<file path="config.mk">
export PLATFORM = sky130hd
export DESIGN_NAME = instr_decoder
export DESIGN_NICKNAME = d
export VERILOG_FILES = /design/src/common/mips_pkg.sv /design/src/core/instr_decoder.sv
export SDC_FILE = /design/constraint.sdc
export NUM_CORES = 1
export LEC_CHECK = 0
export BUFFER_PORTS_ARGS = -buffer_cell sky130_fd_sc_hd__buf_2
export CORE_AREA = 3 3 40 42
export DETAILED_ROUTE_END_ITERATION = 6
export DIE_AREA = 0 0 43 45
export PLACE_DENSITY_LB_ADDON = 0.3
export SETUP_SLACK_MARGIN = 0.2
export SYNTH_ARGS = -nofsm -noshare
export SYNTH_HDL_FRONTEND = slang
export SYNTH_SLANG_ARGS = --single-unit
</file>
<file path="constraint.sdc">
create_clock -name vclk -period 2
set_input_delay 0.4 -clock vclk [all_inputs]
set_output_delay 0.4 -clock vclk [all_outputs]
set_load 0.05 [all_outputs]
</file>
<file path="src/dv/prog.hex">
// One 32-bit instruction word per line, first line at boot_addr
// Registers: t0=$8 t1=$9 t2=$10 t3=$11 s0=ram_base s1=gpio_addr
20080005 // addi t0, zero, 5
20090007 // addi t1, zero, 7
34101001 // ori  s0, zero, 0x1001
00108400 // sll  s0, s0, 16
36110100 // ori  s1, s0, 0x0100
01095020 // add  t2, t0, t1
AE2A0000 // sw   t2, 0(s1)
01285022 // sub  t2, t1, t0
AE2A0000 // sw   t2, 0(s1)
000850C0 // sll  t2, t0, 3
AE2A0000 // sw   t2, 0(s1)
0109502A // slt  t2, t0, t1
AE2A0000 // sw   t2, 0(s1)
340B00A5 // ori  t3, zero, 0xA5
AE0B0000 // sw   t3, 0(s0)
8E0A0000 // lw   t2, 0(s0)
AE2A0000 // sw   t2, 0(s1)
11080002 // beq  t0, t0, +2
340A00EE // ori  t2, zero, 0xEE
AE2A0000 // sw   t2, 0(s1)
15080002 // bne  t0, t0, +2
340A003C // ori  t2, zero, 0x3C
AE2A0000 // sw   t2, 0(s1)
0C10001B // jal  subroutine
340A0099 // ori  t2, zero, 0x99
AE2A0000 // sw   t2, 0(s1)
0810001A // j    to itself
340A0077 // subroutine: ori t2, zero, 0x77
AE2A0000 // sw   t2, 0(s1)
03E00008 // jr   ra

</file>
<file path="src/common/mips_pkg.sv">
package mips_pkg;

    // Datapath width, also the address width
    localparam int unsigned xlen = 32;

    // Memory map, virtual addresses as seen by the program
    localparam logic [xlen-1:0] boot_addr = 32'h0040_0000; // Reset PC, start of text segment
    localparam int unsigned     rom_words = 64;
    localparam int unsigned     rom_aw    = $clog2(rom_words);
    localparam logic [xlen-1:0] ram_base  = 32'h1001_0000; // Start of data segment
    localparam int unsigned     ram_words = 64;
    localparam int unsigned     ram_aw    = $clog2(ram_words);
    localparam logic [xlen-1:0] gpio_addr = 32'h1001_0100; // First word past the RAM window

    localparam logic [4:0] ra_reg = 5'd31;               // $ra, link register for jal
    localparam rom_file = "/design/src/dv/prog.hex";                  // Program image, one word per line

    // Opcodes
    localparam logic [5:0] op_rtype = 6'h00;
    localparam logic [5:0] op_j     = 6'h02;
    localparam logic [5:0] op_jal   = 6'h03;
    localparam logic [5:0] op_beq   = 6'h04;
    localparam logic [5:0] op_bne   = 6'h05;
    localparam logic [5:0] op_addi  = 6'h08;
    localparam logic [5:0] op_ori   = 6'h0d;
    localparam logic [5:0] op_lw    = 6'h23;
    localparam logic [5:0] op_sw    = 6'h2b;

    // R-type function codes
    localparam logic [5:0] fn_sll = 6'h00;
    localparam logic [5:0] fn_srl = 6'h02;
    localparam logic [5:0] fn_jr  = 6'h08;
    localparam logic [5:0] fn_add = 6'h20;
    localparam logic [5:0] fn_sub = 6'h22;
    localparam logic [5:0] fn_and = 6'h24;
    localparam logic [5:0] fn_or  = 6'h25;
    localparam logic [5:0] fn_slt = 6'h2a;

    // ALU operations
    localparam logic [3:0] alu_add = 4'd0;
    localparam logic [3:0] alu_sub = 4'd1;
    localparam logic [3:0] alu_and = 4'd2;
    localparam logic [3:0] alu_or  = 4'd3;
    localparam logic [3:0] alu_slt = 4'd4;
    localparam logic [3:0] alu_sll = 4'd5;
    localparam logic [3:0] alu_srl = 4'd6;

    // Destination register select
    localparam logic [1:0] dst_rt = 2'd0;
    localparam logic [1:0] dst_rd = 2'd1;
    localparam logic [1:0] dst_ra = 2'd2;

    // Writeback source select
    localparam logic [1:0] wb_alu  = 2'd0;
    localparam logic [1:0] wb_mem  = 2'd1;
    localparam logic [1:0] wb_link = 2'd2;

    // Next-PC source select
    localparam logic [1:0] pc_seq    = 2'd0;
    localparam logic [1:0] pc_branch = 2'd1;
    localparam logic [1:0] pc_jump   = 2'd2;
    localparam logic [1:0] pc_jreg   = 2'd3;

    // One instruction word, three field layouts
    typedef union packed {
        struct packed {
            logic [5:0] opcode;
            logic [4:0] rs;
            logic [4:0] rt;
            logic [4:0] rd;
            logic [4:0] shamt;
            logic [5:0] funct;
        } r;
        struct packed {
            logic [5:0]  opcode;
            logic [4:0]  rs;
            logic [4:0]  rt;
            logic [15:0] imm16;
        } i;
        struct packed {
            logic [5:0]  opcode;
            logic [25:0] target26;
        } j;
    } instr_t;

endpackage
</file>
<file path="src/core/instr_decoder.sv">
module instr_decoder import mips_pkg::*; (
    input  logic [5:0] opcode,
    input  logic [5:0] funct,
    output logic [3:0] alu_op,
    output logic       alu_src_imm,
    output logic       imm_zero_ext,
    output logic [1:0] reg_dst,
    output logic       reg_write,
    output logic [1:0] wb_sel,
    output logic       mem_read,
    output logic       mem_write,
    output logic       branch,
    output logic       branch_ne,
    output logic       jump,
    output logic       jump_reg
);

    always_comb begin
        // Safe defaults, acts as a nop
        alu_op       = alu_add;
        alu_src_imm  = 1'b0;
        imm_zero_ext = 1'b0;
        reg_dst      = dst_rt;
        reg_write    = 1'b0;
        wb_sel       = wb_alu;
        mem_read     = 1'b0;
        mem_write    = 1'b0;
        branch       = 1'b0;
        branch_ne    = 1'b0;
        jump         = 1'b0;
        jump_reg     = 1'b0;

        case (opcode)
            op_rtype: begin
                reg_dst   = dst_rd;
                reg_write = 1'b1;
                case (funct)
                    fn_add: alu_op = alu_add;
                    fn_sub: alu_op = alu_sub;
                    fn_and: alu_op = alu_and;
                    fn_or:  alu_op = alu_or;
                    fn_slt: alu_op = alu_slt;
                    fn_sll: alu_op = alu_sll;
                    fn_srl: alu_op = alu_srl;
                    fn_jr: begin
                        reg_write = 1'b0;   // No link for jr
                        jump_reg  = 1'b1;
                    end
                    default: reg_write = 1'b0; // Unknown funct, drop it
                endcase
            end
            op_addi: begin
                alu_src_imm = 1'b1;
                reg_write   = 1'b1;
            end
            op_ori: begin
                alu_op       = alu_or;
                alu_src_imm  = 1'b1;
                imm_zero_ext = 1'b1;
                reg_write    = 1'b1;
            end
            op_lw: begin
                alu_src_imm = 1'b1;           // Address = rs + offset
                reg_write   = 1'b1;
                wb_sel      = wb_mem;
                mem_read    = 1'b1;
            end
            op_sw: begin
                alu_src_imm = 1'b1;
                mem_write   = 1'b1;
            end
            op_beq: begin
                alu_op = alu_sub;             // zero flag tells equality
                branch = 1'b1;
            end
            op_bne: begin
                alu_op    = alu_sub;
                branch_ne = 1'b1;
            end
            op_j:   jump = 1'b1;
            op_jal: begin
                jump      = 1'b1;
                reg_dst   = dst_ra;
                reg_write = 1'b1;
                wb_sel    = wb_link;
            end
            default: ;                        // Unknown opcode, sequential nop
        endcase
    end

endmodule

</file>
==> metrics.yaml, run 1 <==
outcome:
  status: "finished, violations left"
  violations: "negative setup slack"
placement:
  portBuffers: 28
  placed_cell_area_um2: 653
  gp_congestion: 0.751
  dp_hpwl_um: 1010
setup_path:
  cp-end-kind: "output port"
  worstPathMaxFanout: 3
  cp_data_required_time_ns: 1.60
  crit_arrival_ns: 1.69
  start_kind: "primary input"
  critPathKind: "in -> out"
worst_hold_path:
  hp-start: "funct[3]"
  hold_class: "in -> out"
  hold_end: "jump_reg"
  holdPathStages: 3
global_routing:
  grt_max_degree: 10
  antenna_found_initial: 0
  grt_pass1_wl_um: 2050
  grt_usage_pct: 13.0
  grt_overflow: 0
  grt_pass1_vias: 489
final_layout:
  nFlopsAndLatches: 0
  fin_area_um2: 812
  antenna_cells: 0
  clock_buffers: 0
  areaGrowthSynthToFinish_pct: 132
  regArea_um2: 0
  multi_input_area_um2: 443
  layout_commonest_cell: "buf_4"
  layout_common_cells: "buf_4, buf_2, buf_8"
  fin_util_pct: 63.2
  layout-drive-gt1-share_pct: 78.2
  fill_cells: 119
  fin_nets: 101
route:
  wl_met3_um: 87
  detail-route-antenna-nets: 0
  drt_first_iter_violations: 1
  routedWlPerCell_um: 12.7
  met2_length_um: 698
  vias_per_cell: 5.15
  drt_pass1_iterations: 2
  vias: 525
  top_layer_used: "met3"
  wirelength_met1_um: 508
  drc: 0
  wl_um: 1290
flow_run:
  drv_cap: 0
die:
  dieArea_um2: 1940
  core.rowCount: 13
  boundaryPins: 29
  die_h_um: 45
  coreArea_um2: 1280
  die_w_um: 43
  start_util_pct: 27.3
timing:
  grt_setup_unrepaired: "true"
  setup_viol: 3
  clock.fmax_mhz: 478
  whs_ns: 1.24
  worst_slack_ns: -0.0901
  slew_violations: 0
  finalHoldViolCount: 0
  period_share_pct: 105
  period_needed_ns: 2.09
logic_synthesis:
  synth_cells: 52
  yosysWarnings: 0
  ys_seq_area_share_pct: 0
  syn_nets: 64
  netlist_area_um2: 350
  ys_types: 32
  avgSynthCellArea_um2: 6.74
power_and_ir_drop:
  internal_power_uw: 50.1
  p_sw_uw: 72.1
  vdd_drop_max_mv: 0.0766
  seqPwrFrac_pct: 0
  p_per_area_nw_per_um2: 150
  power_leakage_nw: 0.357
  power_frac_comb_pct: 100.0
  pwr-share-clk_pct: 0
  switching_share_pct: 59.0
clock_tree:
  postCtsHoldBufs: 0
## worst max-delay path by stage
stage              start         to  slack (ns)  depth (start not counted)
4_1_cts        opcode[3]  reg_write        -0.1                          6
5_1_grt        opcode[3]  reg_write       -0.15                          6
6_report       opcode[3]  reg_write       -0.09                          6
3_5_place_dp   opcode[3]   jump_reg       -0.23                          5
3_3_place_gp   opcode[3]   jump_reg       -0.17                          5
2_1_floorplan  opcode[3]  alu_op[2]       -0.09                          4
## synthesized netlist by cell type, types with 2 or more instances
cell,count,area [um2]
nand3_1,3,15.0
buf_4,2,15.0
nor2_1,5,18.8
nand2_1,2,7.51
nor3_1,2,10.0
nor4_1,5,31.3
buf_2,2,10.0
inv_1,2,7.51
and3_1,4,25.0
and2_1,2,12.5
a21oi_1,2,10.0
## power groups by stage
stage               Clock [mW]  Combinational [mW]  Sequential, mW
floorplan                    0              0.0704               0
finish                       0               0.122               0
global placement             0               0.104               0
CTS                          0               0.118               0
detailed placement           0               0.106               0
global route                 0               0.131               0
## area by class of cell
class                      instances  share of cell area (%)
inverter                           2                   0.924
multi-input combinational         44                    54.5
tap                               15                    2.31
timing repair buffer              41                    42.2
## critical path, stage by stage
cell       delay (ns)
buf_6            0.09
or4_4            0.55
nor4_4           0.20
buf_4            0.17
o2bb2ai_4        0.11
buf_8            0.16
## per-stage QoR
step / setup WS (ns) / setup TNS, ns / instances / power [mW]
finish: -0.0901 / -0.190 / 102 / 0.122
global route: -0.148 / -0.376 / 102 / 0.131
CTS: -0.0952 / -0.206 / 102 / 0.118
detailed placement: -0.230 / -0.634 / 101 / 0.106
global placement: -0.172 / -0.455 / 101 / 0.104
floorplan: -0.0875 / -0.209 / 52 / 0.0704
## logic make-up after synthesis
logic type	after synthesis	share of synthesized area, %
AO/OA/AOI/OAI	10	22.1
other	1	1.07
XOR/XNOR	1	2.50
AND/OR/NAND/NOR	32	60.4
buffers and inverters	8	13.9
## routing by layer
layer	vias to the layer above	track usage (%)
met5	-	0
met4	0	0
met3	0	0.398
met2	19	28.7
met1	237	14.3
li1	269	-
## timing repair
item / 4_1_cts / 5_1_grt
setup buffers: 1 / 0
pin swaps: 3 / 1
resized for setup: 33 / 8
setup endpoints to repair: 13 / 13
Note: power is estimated with default switching activity, not from simulation.
==> run 2: changes to the inputs <==
--- a/config.mk
+++ b/config.mk
@@ -6,9 +6,9 @@
 export NUM_CORES = 1
 export LEC_CHECK = 0
 export BUFFER_PORTS_ARGS = -buffer_cell sky130_fd_sc_hd__buf_2
-export CORE_AREA = 3 3 40 42
+export CORE_AREA = 5 5 42 44
 export DETAILED_ROUTE_END_ITERATION = 6
-export DIE_AREA = 0 0 43 45
+export DIE_AREA = 0 0 47 49
 export PLACE_DENSITY_LB_ADDON = 0.3
 export SETUP_SLACK_MARGIN = 0.2
 export SYNTH_ARGS = -nofsm -noshare
==> run 2 against run 1 <==
Against the previous run:
- the run still ends with negative setup slack left
- wire length grew 4.1%
- worst hold slack lost 0.10 ns
- sequential share of layout area is the same
- critical path type unchanged
==> metrics.yaml, run 2 (synthesized netlist as in run 1, its figures left out) <==
timing:
  slew_violations: 0
  whs_ns: 1.14
  grt_setup_unrepaired: "true"
  period_share_pct: 104
  worst_slack_ns: -0.0867
  clock.fmax_mhz: 479
  period_needed_ns: 2.09
  setup_viol: 4
  finalHoldViolCount: 0
placement:
  dp_cells: 101
  gp_congestion: 0.737
  portBuffers: 28
  dp_hpwl_um: 1020
final_layout:
  fin_nets: 101
  fin_cells: 103
  layout_commonest_cell: "buf_4"
  clock_buffers: 0
  antenna_cells: 0
  layout_common_cells: "buf_4, buf_6, buf_2"
  areaGrowthSynthToFinish_pct: 149
  fill_cells: 125
  nFlopsAndLatches: 0
  regArea_um2: 0
  layout-drive-gt1-share_pct: 78.2
setup_path:
  worstPathMaxFanout: 3
  cp_num_buf_inv: 3
  critPathSlowestCell: "or4_4"
  cp-end-kind: "output port"
  crit_family: "simple AND/OR/NAND/NOR gates"
  crit_cells: 6
  cp_data_required_time_ns: 1.60
  start_kind: "primary input"
  crit_arrival_ns: 1.69
  cpPeakStageDelay_ns: 0.55
  critPathKind: "in -> out"
  crit_chain: "buf_6 > or4_4 > nor4_4 > buf_4 > o2bb2ai_4 > buf_8"
power_and_ir_drop:
  power_leakage_nw: 0.372
  p_per_area_nw_per_um2: 148
  power_frac_comb_pct: 100.0
  seqPwrFrac_pct: 0
  internal_power_uw: 54.1
  pwr-share-clk_pct: 0
  vdd_drop_max_mv: 0.100
  switching_share_pct: 58.1
  p_sw_uw: 75.0
global_routing:
  antenna_found_initial: 0
  grt_overflow: 0
  grt_pass1_wl_um: 1960
  grt_usage_pct: 10.5
  grt_max_degree: 9
  grt_pass1_vias: 471
route:
  routedWlPerCell_um: 13.1
  drc: 0
  wl_um: 1350
  detail-route-antenna-nets: 0
  drt_pass1_iterations: 2
  vias_per_cell: 5.18
  drt_first_iter_violations: 2
  vias: 534
die:
  die_h_um: 49
  core.rowCount: 14
  start_util_pct: 25.0
  dieArea_um2: 2300
  die_w_um: 47
  coreArea_um2: 1400
  boundaryPins: 29
worst_hold_path:
  holdPathStages: 3
  hold_class: "in -> out"
flow_run:
  drv_cap: 0
outcome:
  violations: "negative setup slack"
  status: "finished, violations left"
clock_tree:
  postCtsHoldBufs: 0
run 2: changes by cell type in the layout (fill, tap and decap cells not counted), moves of 2 or more:
cell / change
buf_2: -4
clkbuf_4: +2
buf_4: -5
buf_6: +6
run 2: area by class of cell:
| class | count | area, um2 | share of cell area, % |
|---|---|---|---|
| inverter | 2 | 7.51 | 0.861 |
| tap | 16 | 20.0 | 2.30 |
| timing repair buffer | 41 | 383 | 43.9 |
| multi-input combinational | 44 | 462 | 52.9 |
run 2: repair_timing:
item                       in CTS  in global routing
setup endpoints to repair      16                 15
pin swaps                       2                  2
hold endpoints to repair        0                  0
buffers inserted                2                  0
resized for setup              30                 25
run 2: final timing paths:
kind                       from    endpoint  slack [ns]
worst max-delay path  opcode[3]   reg_write       -0.09
worst min-delay path  opcode[1]  reg_dst[0]        1.14
run 2: metal layers:
metal	vias to the layer above	global-route usage, %	part of all wire, %
li1	269	-	-
met1	249	13.9	39
met5	-	0	0
met4	0	0	0
met3	0	0.369	6.4
met2	16	19.0	55
run 2: stage by stage:
stage | worst slack [ns] | instance area [um2] | util [%] | setup TNS (ns) | power (mW)
2_1_floorplan | -0.0875 | 455 | - | -0.209 | 0.0704
3_3_place_gp | -0.171 | 647 | 46.2 | -0.444 | 0.103
3_5_place_dp | -0.191 | 647 | 46.2 | -0.618 | 0.104
4_1_cts | -0.0826 | 774 | 55.3 | -0.232 | 0.117
5_1_grt | -0.130 | 872 | 62.2 | -0.392 | 0.136
6_report | -0.0867 | 872 | 62.2 | -0.231 | 0.129
run 2: power by group through the flow:
stage | logic, mW | clock network (mW) | registers [mW]
after global placement | 0.103 | 0 | 0
after CTS | 0.117 | 0 | 0
after floorplan | 0.0704 | 0 | 0
after detailed placement | 0.104 | 0 | 0
final | 0.129 | 0 | 0
after global routing | 0.136 | 0 | 0
run 2: worst min-delay path: cells and delay by family:
family        cells  cell delay (ns)
buf+inv           2             0.29
simple gates      1             0.04
==> run 3: changes to the inputs <==
==> constraint.sdc (replaced) <==
create_clock -name vclk -period 2
set_input_delay 0.3 -clock vclk [all_inputs]
set_output_delay 0.3 -clock vclk [all_outputs]
set_load 0.05 [all_outputs]
==> run 3 against run 2 <==
Against the previous run:
- the flow now finishes without violations
- non-clock buffer count down 6
- critical path depth down 1
- first-iteration DRC count up 100%
- die area unchanged
- core utilization down 20 points
- sequential cell count unchanged
- sequential share of layout area unchanged
- setup slack better by 0.19 ns
==> metrics.yaml, run 3 (synthesized netlist as in run 1, its figures left out) <==
outcome:
  status: "finished clean"
final_layout:
  clock_buffers: 0
  layout-drive-gt1-share_pct: 59.3
  fin_nets: 95
  fin_area_um2: 592
  fill_cells: 161
  layout_common_cells: "buf_2, buf_4, nor2_1, nor4_1, and3_1"
  nFlopsAndLatches: 0
  regArea_um2: 0
  fin_util_pct: 42.2
  fin_cells: 97
  multi_input_area_um2: 330
  antenna_cells: 0
  layout_commonest_cell: "buf_2"
  areaGrowthSynthToFinish_pct: 68.9
die:
  die_h_um: 49
  core.rowCount: 14
  coreArea_um2: 1400
  dieArea_um2: 2300
  boundaryPins: 29
  die_w_um: 47
  start_util_pct: 25.0
setup_path:
  crit_chain: "buf_6 > or4_4 > nor4_4 > and4_4 > buf_4"
  cp_num_buf_inv: 2
  worstPathMaxFanout: 3
  critPathSlowestCell: "or4_4"
  critPathKind: "in -> out"
  cp-end-kind: "output port"
  cpPeakStageDelay_ns: 0.55
  start_kind: "primary input"
  crit_family: "simple AND/OR/NAND/NOR gates"
  cp_data_required_time_ns: 1.70
  crit_arrival_ns: 1.60
route:
  drc: 0
  detail-route-antenna-nets: 0
  wl_um: 1150
  drt_first_iter_violations: 4
  vias_per_cell: 5.16
  routedWlPerCell_um: 11.9
  drt_pass1_iterations: 4
  vias: 501
global_routing:
  grt_pass1_vias: 438
  grt_usage_pct: 9.61
  grt_pass1_wl_um: 1840
  antenna_found_initial: 0
  grt_max_degree: 10
  grt_overflow: 0
power_and_ir_drop:
  power_frac_comb_pct: 100.0
  power_leakage_nw: 0.305
  switching_share_pct: 61.7
  internal_power_uw: 36.6
  vdd_drop_max_mv: 0.0688
  p_sw_uw: 59.0
  pwr-share-clk_pct: 0
  p_per_area_nw_per_um2: 162
  seqPwrFrac_pct: 0
placement:
  portBuffers: 28
  gp_congestion: 0.802
  dp_cells: 97
  dp_hpwl_um: 963
  placed_cell_area_um2: 544
timing:
  grt_setup_unrepaired: "true"
  slew_violations: 0
  clock.fmax_mhz: 526
  finalHoldViolCount: 0
  setup_viol: 0
  period_share_pct: 95.0
  whs_ns: 1.02
  period_needed_ns: 1.90
worst_hold_path:
  hold_end: "branch"
  hold_class: "in -> out"
  hp-start: "opcode[0]"
  holdPathStages: 3
flow_run:
  drv_cap: 0
clock_tree:
  postCtsHoldBufs: 0
-- run 3: changes by cell type in the layout (fill, tap and decap cells not counted), moves of 4 or more --
cell	before	now
and3_4	4	0
buf_2	9	19
buf_6	10	3
buf_8	8	1
nor4_1	1	5
-- run 3: routing by layer --
| metal | vias to the layer above | GRT usage [%] | part of all wire (%) |
|---|---|---|---|
| li1 | 258 | - | - |
| met1 | 224 | 13.3 | 43 |
| met2 | 19 | 17.0 | 47 |
| met3 | 0 | 0.369 | 10 |
| met4 | 0 | 0 | 0 |
| met5 | - | 0 | 0 |
-- run 3: how the worst max path moves through the flow --
stage | slack (ns) | from | cells after the start | end
after CTS | 0.09 | opcode[3] | 5 | jump_reg
after floorplan | -0.34 | opcode[0] | 3 | mem_read
final | 0.1 | opcode[3] | 5 | jump_reg
after global routing | 0.06 | opcode[3] | 5 | jump_reg
after detailed placement | 0.004 | opcode[3] | 5 | jump_reg
after global placement | 0.03 | opcode[3] | 5 | jump_reg
-- run 3: power groups by stage --
stage | sequential (mW) | combinational (mW) | clock, mW
floorplan | 0 | 0.0620 | 0
global placement | 0 | 0.0888 | 0
detailed placement | 0 | 0.0899 | 0
CTS | 0 | 0.0936 | 0
global route | 0 | 0.103 | 0
finish | 0 | 0.0956 | 0
-- run 3: timing repair --
item / 4_1_cts / 5_1_grt
setup buffers: 0 / 0
setup endpoints to repair: 3 / 8
pin swaps: 1 / 1
resized for setup: 8 / 5
-- run 3: through the flow --
| step | power [mW] | setup WS (ns) | TNS (ns) |
|---|---|---|---|
| CTS | 0.0936 | 0.0864 | 0 |
| floorplan | 0.0620 | -0.343 | -1.35 |
| detailed placement | 0.0899 | 0.00383 | 0 |
| global route | 0.103 | 0.0572 | 0 |
| global placement | 0.0888 | 0.0328 | 0 |
| finish | 0.0956 | 0.0997 | 0 |
-- run 3: area by class of cell --
class              count  share of cell area, %
inverters              2                   1.27
well taps             16                   3.38
multi-input cells     44                   55.8
repair buffers        35                   39.5
